### src/hw/sync_params.svh
// address match, counter widths, register defaults and minimum frame period for the sync block
`ifndef SYNC_PARAMS_SVH
`define SYNC_PARAMS_SVH

// command decode
`define SYNC_ADDR      16'h0404     // base address of the sync block
`define SYNC_MASK      16'hfffc     // low two bits select the register
`define CMD_BYTES      6            // al, ah, d0..d3

// linescan sub-frame combining
`define SYNC_FBITS     16           // sub-frame counter width

// late frame sync
`define SYNC_LBITS     16           // line delay counter width
`define SYNC_LATE_DFLT 15           // lines after sof_out, by default

// minimum frame period
`define SYNC_MINBITS   8            // period counter width
`define SYNC_MINPER    130          // in mclk cycles

`endif
### src/hw/sync_pkg.sv
// counter types of the frame sync pipeline
`default_nettype none

package sync_pkg;

    `include "sync_params.svh"

    // multiplier and sub-frames left
    typedef logic [`SYNC_FBITS-1:0]   frame_cnt_t;

    // line delay and lines left
    typedef logic [`SYNC_LBITS-1:0]   line_cnt_t;

    // minimum period timer
    typedef logic [`SYNC_MINBITS-1:0] period_cnt_t;

endpackage

`default_nettype wire

### src/hw/cmd_pkg.sv
// command address and data types, register select encoding
`default_nettype none

package cmd_pkg;

    typedef logic [15:0] cmd_addr_t;    // full command address, al + ah
    typedef logic [31:0] cmd_data_t;    // d0..d3, d0 in the low byte

    // low two address bits inside the block
    typedef enum logic [1:0] {
        REG_RSVD0 = 2'd0,               // kept free for control
        REG_RSVD1 = 2'd1,               // kept free for status
        REG_MULT  = 2'd2,               // frames to combine, minus one
        REG_LATE  = 2'd3                // line delay of sof_late
    } sync_reg_e;

endpackage

`default_nettype wire

### src/hw/sens_sync.sv
// sens_sync: top of the frame sync channel, command path and sync pipeline
`timescale 1ns/1ps
`default_nettype none

module sens_sync (
    input  wire        mclk,
    input  wire        rst,
    input  wire [7:0]  cmd_ad,        // byte-serial command
    input  wire        cmd_stb,       // with first byte
    input  wire        en,            // channel enable
    input  wire        sof_in,        // sensor frame start
    input  wire        eof_in,        // sensor frame end
    input  wire        hact,          // sensor line active
    input  wire        trigger_mode,  // 1 triggered
    input  wire        trig_in,       // trigger request
    output logic       trig,          // trigger level to sensor
    output logic       sof_out,       // immediate frame sync
    output logic       sof_late       // delayed frame sync
);
    import cmd_pkg::*;
    import sync_pkg::*;

    logic       reg_we;
    sync_reg_e  reg_sel;
    cmd_data_t  reg_data;
    frame_cnt_t mult;
    line_cnt_t  late_dly;

    cmd_deser i_cmd_deser (
        .mclk     (mclk),
        .rst      (rst),
        .cmd_ad   (cmd_ad),
        .cmd_stb  (cmd_stb),
        .reg_we   (reg_we),
        .reg_sel  (reg_sel),
        .reg_data (reg_data)
    );

    sync_regs i_sync_regs (
        .mclk     (mclk),
        .rst      (rst),
        .reg_we   (reg_we),
        .reg_sel  (reg_sel),
        .reg_data (reg_data),
        .mult     (mult),
        .late_dly (late_dly)
    );

    frame_gate i_frame_gate (
        .mclk         (mclk),
        .rst          (rst),
        .en           (en),
        .sof_in       (sof_in),
        .trigger_mode (trigger_mode),
        .trig_in      (trig_in),
        .mult         (mult),
        .frame_go     (sof_out),      // also arms the late sync
        .trig         (trig)
    );

    late_sof i_late_sof (
        .mclk     (mclk),
        .rst      (rst),
        .en       (en),
        .frame_go (sof_out),
        .eof_in   (eof_in),
        .hact     (hact),
        .late_dly (late_dly),
        .sof_late (sof_late)
    );

endmodule

`default_nettype wire

### src/hw/late_sof.sv
// late_sof: line-delayed frame sync, cut short by end of frame
`timescale 1ns/1ps
`default_nettype none

module late_sof (
    input  wire                       mclk,
    input  wire                       rst,
    input  wire                       en,          // low disarms
    input  wire                       frame_go,    // accepted frame start
    input  wire                       eof_in,      // single-cycle end of frame
    input  wire                       hact,        // line active from sensor
    input  wire sync_pkg::line_cnt_t  late_dly,
    output logic                      sof_late     // single-cycle delayed sync
);
    import sync_pkg::*;

    line_cnt_t lines_left;
    logic      armed;            // between frame_go and sof_late
    logic      hact_r;
    logic      hact_rise;
    logic      last_line;
    logic      fire;

    assign hact_rise = hact && !hact_r;
    assign last_line = (lines_left == '0);
    assign fire      = armed && (eof_in || (hact_rise && last_line));

    always_ff @(posedge mclk) begin
        if (rst) begin
            hact_r <= 1'b0;
        end else begin
            hact_r <= hact;                              // edge detect
        end
    end

    always_ff @(posedge mclk) begin
        if (rst || !en) begin
            armed      <= 1'b0;
            lines_left <= '0;
        end else if (frame_go) begin
            armed      <= 1'b1;
            lines_left <= late_dly;                      // counted in hact edges
        end else if (fire) begin
            armed      <= 1'b0;
        end else if (armed && hact_rise) begin
            lines_left <= lines_left - line_cnt_t'(1);   // never wraps, fires at zero
        end
    end

    always_ff @(posedge mclk) begin
        if (rst) begin
            sof_late <= 1'b0;
        end else begin
            sof_late <= fire;
        end
    end

endmodule

`default_nettype wire

### src/hw/frame_gate.sv
// frame_gate: sub-frame combining, sensor trigger and minimum period filter on sof_in
`timescale 1ns/1ps
`default_nettype none

`include "sync_params.svh"

module frame_gate (
    input  wire                        mclk,
    input  wire                        rst,
    input  wire                        en,            // low clears the gate
    input  wire                        sof_in,        // single-cycle frame start
    input  wire                        trigger_mode,  // 1 triggered, 0 free running
    input  wire                        trig_in,       // single-cycle trigger request
    input  wire sync_pkg::frame_cnt_t  mult,
    output logic                       frame_go,      // accepted frame start, one cycle late
    output logic                       trig           // to sensor, pending until frame start
);
    import sync_pkg::*;

    frame_cnt_t  sub_left;       // sub-frames until next accepted start
    period_cnt_t period_cnt;     // cycles left of the minimum period
    logic        free_en;        // first frame after entering triggered mode
    logic        overdue;        // trigger came again before the frame
    logic        sub_zero;
    logic        period_busy;
    logic        pre_go;

    assign sub_zero    = (sub_left == '0);
    assign period_busy = (period_cnt != '0);
    assign pre_go      = en && sof_in && sub_zero && !period_busy &&
                         (free_en || trig || overdue);

    // linescan sub-frame counter
    always_ff @(posedge mclk) begin
        if (rst || !en) begin
            sub_left <= '0;                          // next start is eligible
        end else if (sof_in) begin
            if (sub_zero) begin
                sub_left <= mult;                    // new combined frame
            end else begin
                sub_left <= sub_left - frame_cnt_t'(1);
            end
        end
    end

    // minimum period, counts from each accepted start
    always_ff @(posedge mclk) begin
        if (rst || !en) begin
            period_cnt <= '0;
        end else if (pre_go) begin
            period_cnt <= period_cnt_t'(`SYNC_MINPER);
        end else if (period_busy) begin
            period_cnt <= period_cnt - period_cnt_t'(1);
        end
    end

    // free-run allowance, held while not triggered
    always_ff @(posedge mclk) begin
        if (rst || !en || !trigger_mode) begin
            free_en <= 1'b1;
        end else if (pre_go) begin
            free_en <= 1'b0;                         // from now on wait for trig
        end
    end

    // trigger pending to the sensor
    always_ff @(posedge mclk) begin
        if (rst || !en || !trigger_mode) begin
            trig <= 1'b0;
        end else if (trig_in) begin
            trig <= 1'b1;                            // new request wins over accept
        end else if (pre_go) begin
            trig <= 1'b0;
        end
    end

    // second trigger before the frame, avoids lock-up at long exposure
    always_ff @(posedge mclk) begin
        if (rst || !en || !trigger_mode || pre_go) begin
            overdue <= 1'b0;
        end else if (trig_in && trig) begin
            overdue <= 1'b1;
        end
    end

    always_ff @(posedge mclk) begin
        if (rst) begin
            frame_go <= 1'b0;
        end else begin
            frame_go <= pre_go;                      // one cycle after sof_in
        end
    end

endmodule

`default_nettype wire

### src/hw/sync_regs.sv
// sync_regs: frame multiplier and late sync line delay registers
`timescale 1ns/1ps
`default_nettype none

`include "sync_params.svh"

module sync_regs (
    input  wire                          mclk,
    input  wire                          rst,
    input  wire                          reg_we,     // decoded write pulse
    input  wire cmd_pkg::sync_reg_e      reg_sel,
    input  wire cmd_pkg::cmd_data_t      reg_data,
    output sync_pkg::frame_cnt_t         mult,       // frames combined, minus one
    output sync_pkg::line_cnt_t          late_dly    // lines to sof_late
);
    import cmd_pkg::*;
    import sync_pkg::*;

    always_ff @(posedge mclk) begin
        if (rst) begin
            mult     <= '0;                                  // every frame passes
            late_dly <= line_cnt_t'(`SYNC_LATE_DFLT);
        end else if (reg_we) begin
            case (reg_sel)
                REG_MULT: mult     <= reg_data[$bits(frame_cnt_t)-1:0]; // upper bits dropped
                REG_LATE: late_dly <= reg_data[$bits(line_cnt_t)-1:0];
                default: begin
                    // reserved, never strobed by cmd_deser
                end
            endcase
        end
    end

endmodule

`default_nettype wire

### src/hw/cmd_deser.sv
// cmd_deser: byte-serial command assembly and register write decode
`timescale 1ns/1ps
`default_nettype none

`include "sync_params.svh"

module cmd_deser (
    input  wire                  mclk,
    input  wire                  rst,
    input  wire [7:0]            cmd_ad,     // al, ah, d0, d1, d2, d3
    input  wire                  cmd_stb,    // with al only
    output logic                 reg_we,     // one cycle after d3
    output cmd_pkg::sync_reg_e   reg_sel,
    output cmd_pkg::cmd_data_t   reg_data
);
    import cmd_pkg::*;

    localparam int CNT_W = $clog2(`CMD_BYTES);

    logic [CNT_W-1:0] byte_cnt;                     // 0 when idle, else index of this byte
    cmd_addr_t        addr_r;                       // al first, ends up in low byte
    cmd_data_t        data_r;                       // d0 first, ends up in low byte
    logic             last_byte;
    logic             addr_hit;
    logic             sel_ok;

    assign last_byte = (byte_cnt == CNT_W'(`CMD_BYTES - 1));
    assign addr_hit  = ((addr_r & `SYNC_MASK) == (`SYNC_ADDR & `SYNC_MASK));
    assign sel_ok    = (addr_r[1:0] == REG_MULT) || (addr_r[1:0] == REG_LATE);

    // byte position, restarts on every strobe
    always_ff @(posedge mclk) begin
        if (rst) begin
            byte_cnt <= '0;
        end else if (cmd_stb) begin
            byte_cnt <= CNT_W'(1);                  // next byte is ah
        end else if (byte_cnt != '0) begin
            if (last_byte) begin
                byte_cnt <= '0;                     // command done
            end else begin
                byte_cnt <= byte_cnt + CNT_W'(1);
            end
        end
    end

    // address and data shift registers
    always_ff @(posedge mclk) begin
        if (cmd_stb || (byte_cnt == CNT_W'(1))) begin
            addr_r <= {cmd_ad, addr_r[15:8]};       // al then ah
        end
        if (!cmd_stb && (byte_cnt >= CNT_W'(2))) begin
            data_r <= {cmd_ad, data_r[31:8]};       // d0..d3, lsb first
        end
    end

    // write strobe lines up with the completed data word
    always_ff @(posedge mclk) begin
        if (rst) begin
            reg_we <= 1'b0;
        end else begin
            reg_we <= !cmd_stb && last_byte && addr_hit && sel_ok;
        end
    end

    assign reg_sel  = sync_reg_e'(addr_r[1:0]);     // stable until next command
    assign reg_data = data_r;

endmodule

`default_nettype wire

### config.mk
export PLATFORM = sky130hd
export DESIGN_NAME = sens_sync
export DESIGN_NICKNAME = d
export VERILOG_FILES = /design/src/hw/sync_pkg.sv /design/src/hw/cmd_pkg.sv /design/src/hw/sens_sync.sv /design/src/hw/late_sof.sv /design/src/hw/frame_gate.sv /design/src/hw/sync_regs.sv /design/src/hw/cmd_deser.sv
export VERILOG_INCLUDE_DIRS = /design/src /design/src/hw
export SDC_FILE = /design/constraint.sdc
export NUM_CORES = 1
export LEC_CHECK = 0
export CORE_UTILIZATION = 45
export CTS_BUF_LIST = sky130_fd_sc_hd__clkbuf_2
export CTS_CLUSTER_DIAMETER = 40
export DETAILED_ROUTE_END_ITERATION = 7
export DONT_BUFFER_PORTS = 1
export SLEW_MARGIN = 40
export SYNTH_ARGS = -nofsm -noshare
export SYNTH_HDL_FRONTEND = slang
export SYNTH_HIERARCHICAL = 1
export SYNTH_SLANG_ARGS = --single-unit
### constraint.sdc
create_clock -name mclk -period 3.1 [get_ports mclk]
set_input_delay 0.155 -clock mclk [delete_from_list [all_inputs] [get_ports mclk]]
set_output_delay 0.155 -clock mclk [all_outputs]
set_load 0.01 [all_outputs]
After elaboration in Yosys (flattened, before gate mapping)

Cells that the tools add are included.

Add/sub/neg operators: 4
Order comparisons: 1
Eq/ne operators: 6
Mux-type cells: 13
Reductions and logical operators: 40

Operator list:

| operator                                             | count |
|---|---|
| two-way mux 16 bit                                   | 4 |
| logical NOT 16 bit                                   | 2 |
| subtractor 16 x 1 -> 16 bit, second input constant   | 2 |
| two-way mux 8 bit                                    | 2 |
| equality test 14 x 9 -> 1 bit, second input constant | 1 |
| logical AND 1 bit                                    | 13 |
| nonzero test 2 bit                                   | 5 |
| logical OR 1 bit                                     | 8 |
| nonzero test 8 bit                                   | 1 |
| subtractor 8 x 1 -> 8 bit, second input constant     | 1 |
| two-way mux 1 bit                                    | 6 |
| AND reduction 2 bit                                  | 3 |
| logical NOT 1 bit                                    | 5 |
| equality test 2 bit, second input constant           | 2 |
| OR reduction 2 bit                                   | 2 |
| adder 3 x 1 -> 3 bit, second input constant          | 1 |
| equality test 3 x 1 -> 1 bit, second input constant  | 1 |
| equality test 3 bit, second input constant           | 1 |
| >= comparator 3 x 2 -> 1 bit, second input constant  | 1 |
| two-way mux 3 bit                                    | 1 |
| nonzero test 3 bit                                   | 1 |
| != test 2 bit, second input constant                 | 1 |

Register bits after elaboration: 131
Input port bits: 17
Output and inout bits: 3
Logic and storage cells: 82

Depth between registers and ports, before layout

Depth in word-level cells: 7
Gate-level depth with buffers: 8
Gate-level depth less buffers: 7

By module

The synthesis kept the hierarchy.

By module, submodules not included:

| module     | instances | cells an instance | area an instance (um^2) | sequential area each (um^2) |
|---|---|---|---|---|
| cmd_deser  | 1         | 71                | 1670.4                  | 1521.5 |
| frame_gate | 1         | 195               | 1586.5                  | 560.5 |
| sync_regs  | 1         | 128               | 1340.0                  | 640.6 |
| late_sof   | 1         | 122               | 1066.0                  | 380.4 |

Worst setup path after synthesis

No wires, ideal clock.

Path type: flip-flop to flip-flop
Start: reg i_cmd_deser.byte_cnt[1]
End: reg i_cmd_deser.data_r[0], in the netlist i_cmd_deser/reg_data[0], enable pin
Arrival time: 1794 ps
Required time: 2679 ps
Setup slack: 885 ps
Cell stages (with the launch flop): 3
Period minus slack after synthesis: 2215 ps
Cell sequence: dfxtp_1 -> nor2_1 -> nor2_1

Word-level cells in the longest chain between the ends: 2

Ends and longest elaborated chain:

| item                         | line            | text |
|---|---|---|
| from (decl)                  | cmd_deser.sv:20 | `logic [CNT_W-1:0] byte_cnt;` |
| from (signal assigned)       | cmd_deser.sv:41 | `byte_cnt <= byte_cnt + CNT_W'(1);` |
| >= comparator 3 x 2 -> 1 bit | cmd_deser.sv:51 | `if (!cmd_stb && (byte_cnt >= CNT_W'(2))) begin` |
| logical AND 1 bit            | cmd_deser.sv:51 |  |
| to (signal assigned)         | cmd_deser.sv:52 | `data_r <= {cmd_ad, data_r[31:8]};` |
| to (decl)                    | cmd_deser.sv:22 | `cmd_data_t data_r;` |

Every way passes these cells.
A chain may end at the register's enable or synchronous reset.

Worst setup path after layout

Start: reg i_frame_gate.sub_left[0]
End: reg i_frame_gate.trig

Word-level cells in the longest chain between the ends: 5

Ends and longest elaborated chain:

| item                           | line             | text |
|---|---|---|
| from (decl)                    | frame_gate.sv:20 | `frame_cnt_t sub_left;` |
| from (signal assigned)         | frame_gate.sv:39 | `sub_left <= mult;` |
| from (signal assigned)         | frame_gate.sv:41 | `sub_left <= sub_left - frame_cnt_t'(1);` |
| logical NOT 16 bit             | frame_gate.sv:28 | `assign sub_zero = (sub_left == '0);` |
| logical AND 1 bit (3 in a row) | frame_gate.sv:30 | `assign pre_go = en && sof_in && sub_zero && !period_busy &&` |
| nonzero test 2 bit (no line)   | n/a              |  |
| to (signal assigned)           | frame_gate.sv:69 | `trig <= 1'b0;` |
| to (signal assigned)           | frame_gate.sv:71 | `trig <= 1'b1;` |
| to (signal assigned)           | frame_gate.sv:73 | `trig <= 1'b0;` |
| to (decl)                      | frame_gate.sv:16 | `output logic trig` |

Every way passes these cells.

==> out/results.ini <==
[clock_tree]
clock_latency_ns=0.67
h-tree-depth=4
cts_buffers=17
cts_buffer_depth=2
cts_tree=yes
clkSlewWorstSetupHoldPaths_ns=0.18
cts.sinks=131
clock-root-buffer=clkbuf_2

[placed_design]
pre_cts_ws_ns=0.748
gp_congestion=0.834
dp_hpwl_mm=7.33
port_buffers=0

[hold_path]
hp-class=input port to flip-flop

[final_layout]
fill_cells=1123
area_delta_synth_final_pct=9.92
final_cell_mix=dfxtp_1, edfxtp_1, nand2b_1
layout.nets=562
regArea_um2=3100
drive_gt1_share_pct=11.2
multi_input_area_um2=2410
layout_commonest_cell=dfxtp_1
n_antenna_cell=0

[global_route]
grt_first_pass_wirelength_mm=17.9
grt-ovfl-total=0
grt_max_degree=63
antenna_found_initial=0
track_usage_pct=17.9
grt_pass1_vias=3610

[die]
initial_utilization_pct=46.6
io-pin-count=20
core_area_um2=12200
die_w_um=114
die_area_um2=13000
rows=40
fp.dieH_um=114

[yosys]
syn-num-nets=538
synth_cell_types=66
synth-seq-cells=131
syn-cell-area_um2=5660
synth_warnings=6
yosysSeqAreaShare_pct=54.8
syn_inst=516
syn_area_per_cell_um2=11.0
synth_ff_type=dfxtp_1
synth-edff-count=48
ys_async_sr_fraction_pct=0

[sta]
worst-slew-pin-transition_ns=0.822
fin_crit_sh_pct=82.5
finalSetupViolCount=0
skew_ns=0.0275
max_slew_margin_pct=45.0
hold_viol=0
min_period_ns=2.56
fin_tns_setup_ns=0
rsz0062_at_grt=false
fmax_mhz=391
slew_viol_final=0
setup_ws_ns=0.542

[route]
wire_per_inst_um=15.0
drt-initial-drc-count=236
firstDrtPassIters=4
drcViolationCount=0
dr_wl_met3_um=374
ant_nets=0
met2_length_mm=5.24
route.vias.total=3879
drt-met1-wl_mm=4.97
dr.max_layer_used=met4
drt-total-wl_mm=10.8
viasPerCell=5.38

[critical_path]
crit_fanout=6
end_kind=flip-flop
worst_ep_arrival_time_ns=3.11
crit_path_start_kind=flip-flop
critPathKind=flip-flop to flip-flop
required_ns=3.65

[flow_run]
maxCapViolCount=0

[power_and_ir_drop]
irDropWorstVdd_uv=324
power_density_nw_per_um2=626
p_leak_nw=2.20

[outcome]
outcome=finished, final reports clean

==> state kept, by name, indices dropped and copies added, names as in the netlist, 3 cells and up <==
name,flops
i_cmd_deser/byte_cnt,3
i_sync_regs/late_dly,16
i_cmd_deser/reg_data,32
i_frame_gate/period_cnt,8
i_frame_gate/sub_left,16
i_late_sof/lines_left,16
i_cmd_deser/addr_r,16
i_sync_regs/mult,16
==> cells in the mapped netlist, drive strengths merged (4+ instances only) <==
cell	n	area share (%)
buf	7	1.0
nand3	10	0.88
a211oi	5	0.66
a21oi	34	3.0
nand4	6	0.66
edfxtp	48	25
nand2	24	1.6
clkbuf	14	0.93
or4	8	1.4
nor3	14	1.2
o21ai	36	3.2
nand2b	48	5.3
nor4	12	2.3
nor2b	5	0.55
inv	11	0.73
xor2	5	0.77
nor4b	4	0.84
ha	5	1.1
xnor2	14	2.2
dfxtp	83	29
nor3b	8	1.1
nor2	32	2.1
mux2i	36	6.4
==> through the flow <==
| stage | hold WS, ns | util (%) | cells | total power [mW] | cell area (um2) |
|---|---|---|---|---|---|
| floorplan | 0.226 | - | 516 | 2.82 | 5660 |
| global placement | 0.231 | 47.6 | 666 | 2.99 | 5790 |
| detailed placement | 0.233 | 47.6 | 666 | 3.00 | 5790 |
| CTS | 0.0251 | 51.2 | 721 | 3.94 | 6220 |
| global route | 0.0463 | 51.2 | 721 | 4.16 | 6220 |
| finish | 0.128 | 51.2 | 721 | 3.90 | 6220 |
==> cell type report <==
class / instances / share of cell area (%)
well taps: 168 / 3.38
repair buffers: 26 / 4.22
clock buffers: 20 / 1.61
clock inverters: 12 / 1.51
inverters: 11 / 0.663
flip-flops and latches: 131 / 49.8
multi-input cells: 353 / 38.8
==> path summary, 6_finish.rpt <==
kind | slack (ns) | start | end | cells past startpoint
setup / recovery | 0.54 | i_frame_gate/sub_left[0]$_SDFFE_PP0P_ | i_frame_gate/trig$_SDFFE_PP0P_ | 7
hold / removal | 0.13 | cmd_ad[0] | i_cmd_deser/reg_data[24]$_DFFE_PP_ | 1
setup reg to reg | 0.54 | i_frame_gate/sub_left[0]$_SDFFE_PP0P_ | i_frame_gate/trig$_SDFFE_PP0P_ | 7
hold reg to reg | 0.43 | i_cmd_deser/reg_data[21]$_DFFE_PP_ | i_cmd_deser/reg_data[13]$_DFFE_PP_ | 0
==> cell families (layout without fill, tap and decap cells) <==
logic type	Yosys count	count (layout)	share of synthesized area [%]
simple gates	190	190	20.6
flops	131	131	54.8
compound gates	101	101	11.1
mux	38	38	6.76
buf+inv	32	69	2.67
xor+xnor	19	19	2.94
fa+ha+maj	5	5	1.10
==> critical path, cell delays in order (launching register included) <==
cell,delay [ns]
dfxtp_1,0.37
inv_1,0.09
ha_1,0.18
or3b_2,0.52
nor4_4,0.40
a31oi_1,0.14
o21ba_2,0.21
dlygate4sd3_1,0.54
==> routing by layer <==
metal	GRT usage (%)	vias up
met2	28.6	70
met4	7.27	0
met5	0	-
met1	23.3	1864
met3	4.50	17
li1	-	1928
==> report_power, final <==
part	leakage (nW)	internal [mW]	total, mW	switching (mW)
Sequential	1.12	1.87	1.97	0.0932
Clock	0.127	0.286	0.880	0.594
Combinational	0.953	0.444	1.05	0.608
==> what timing repair did <==
| action | in CTS | in global routing |
|---|---|---|
| hold buffers | 23 | 0 |
| resized for setup | 0 | 0 |
| hold endpoints to repair | 142 | 0 |
| buffers inserted | 0 | 0 |
No activity file was read; power rests on OpenSTA's default activity.
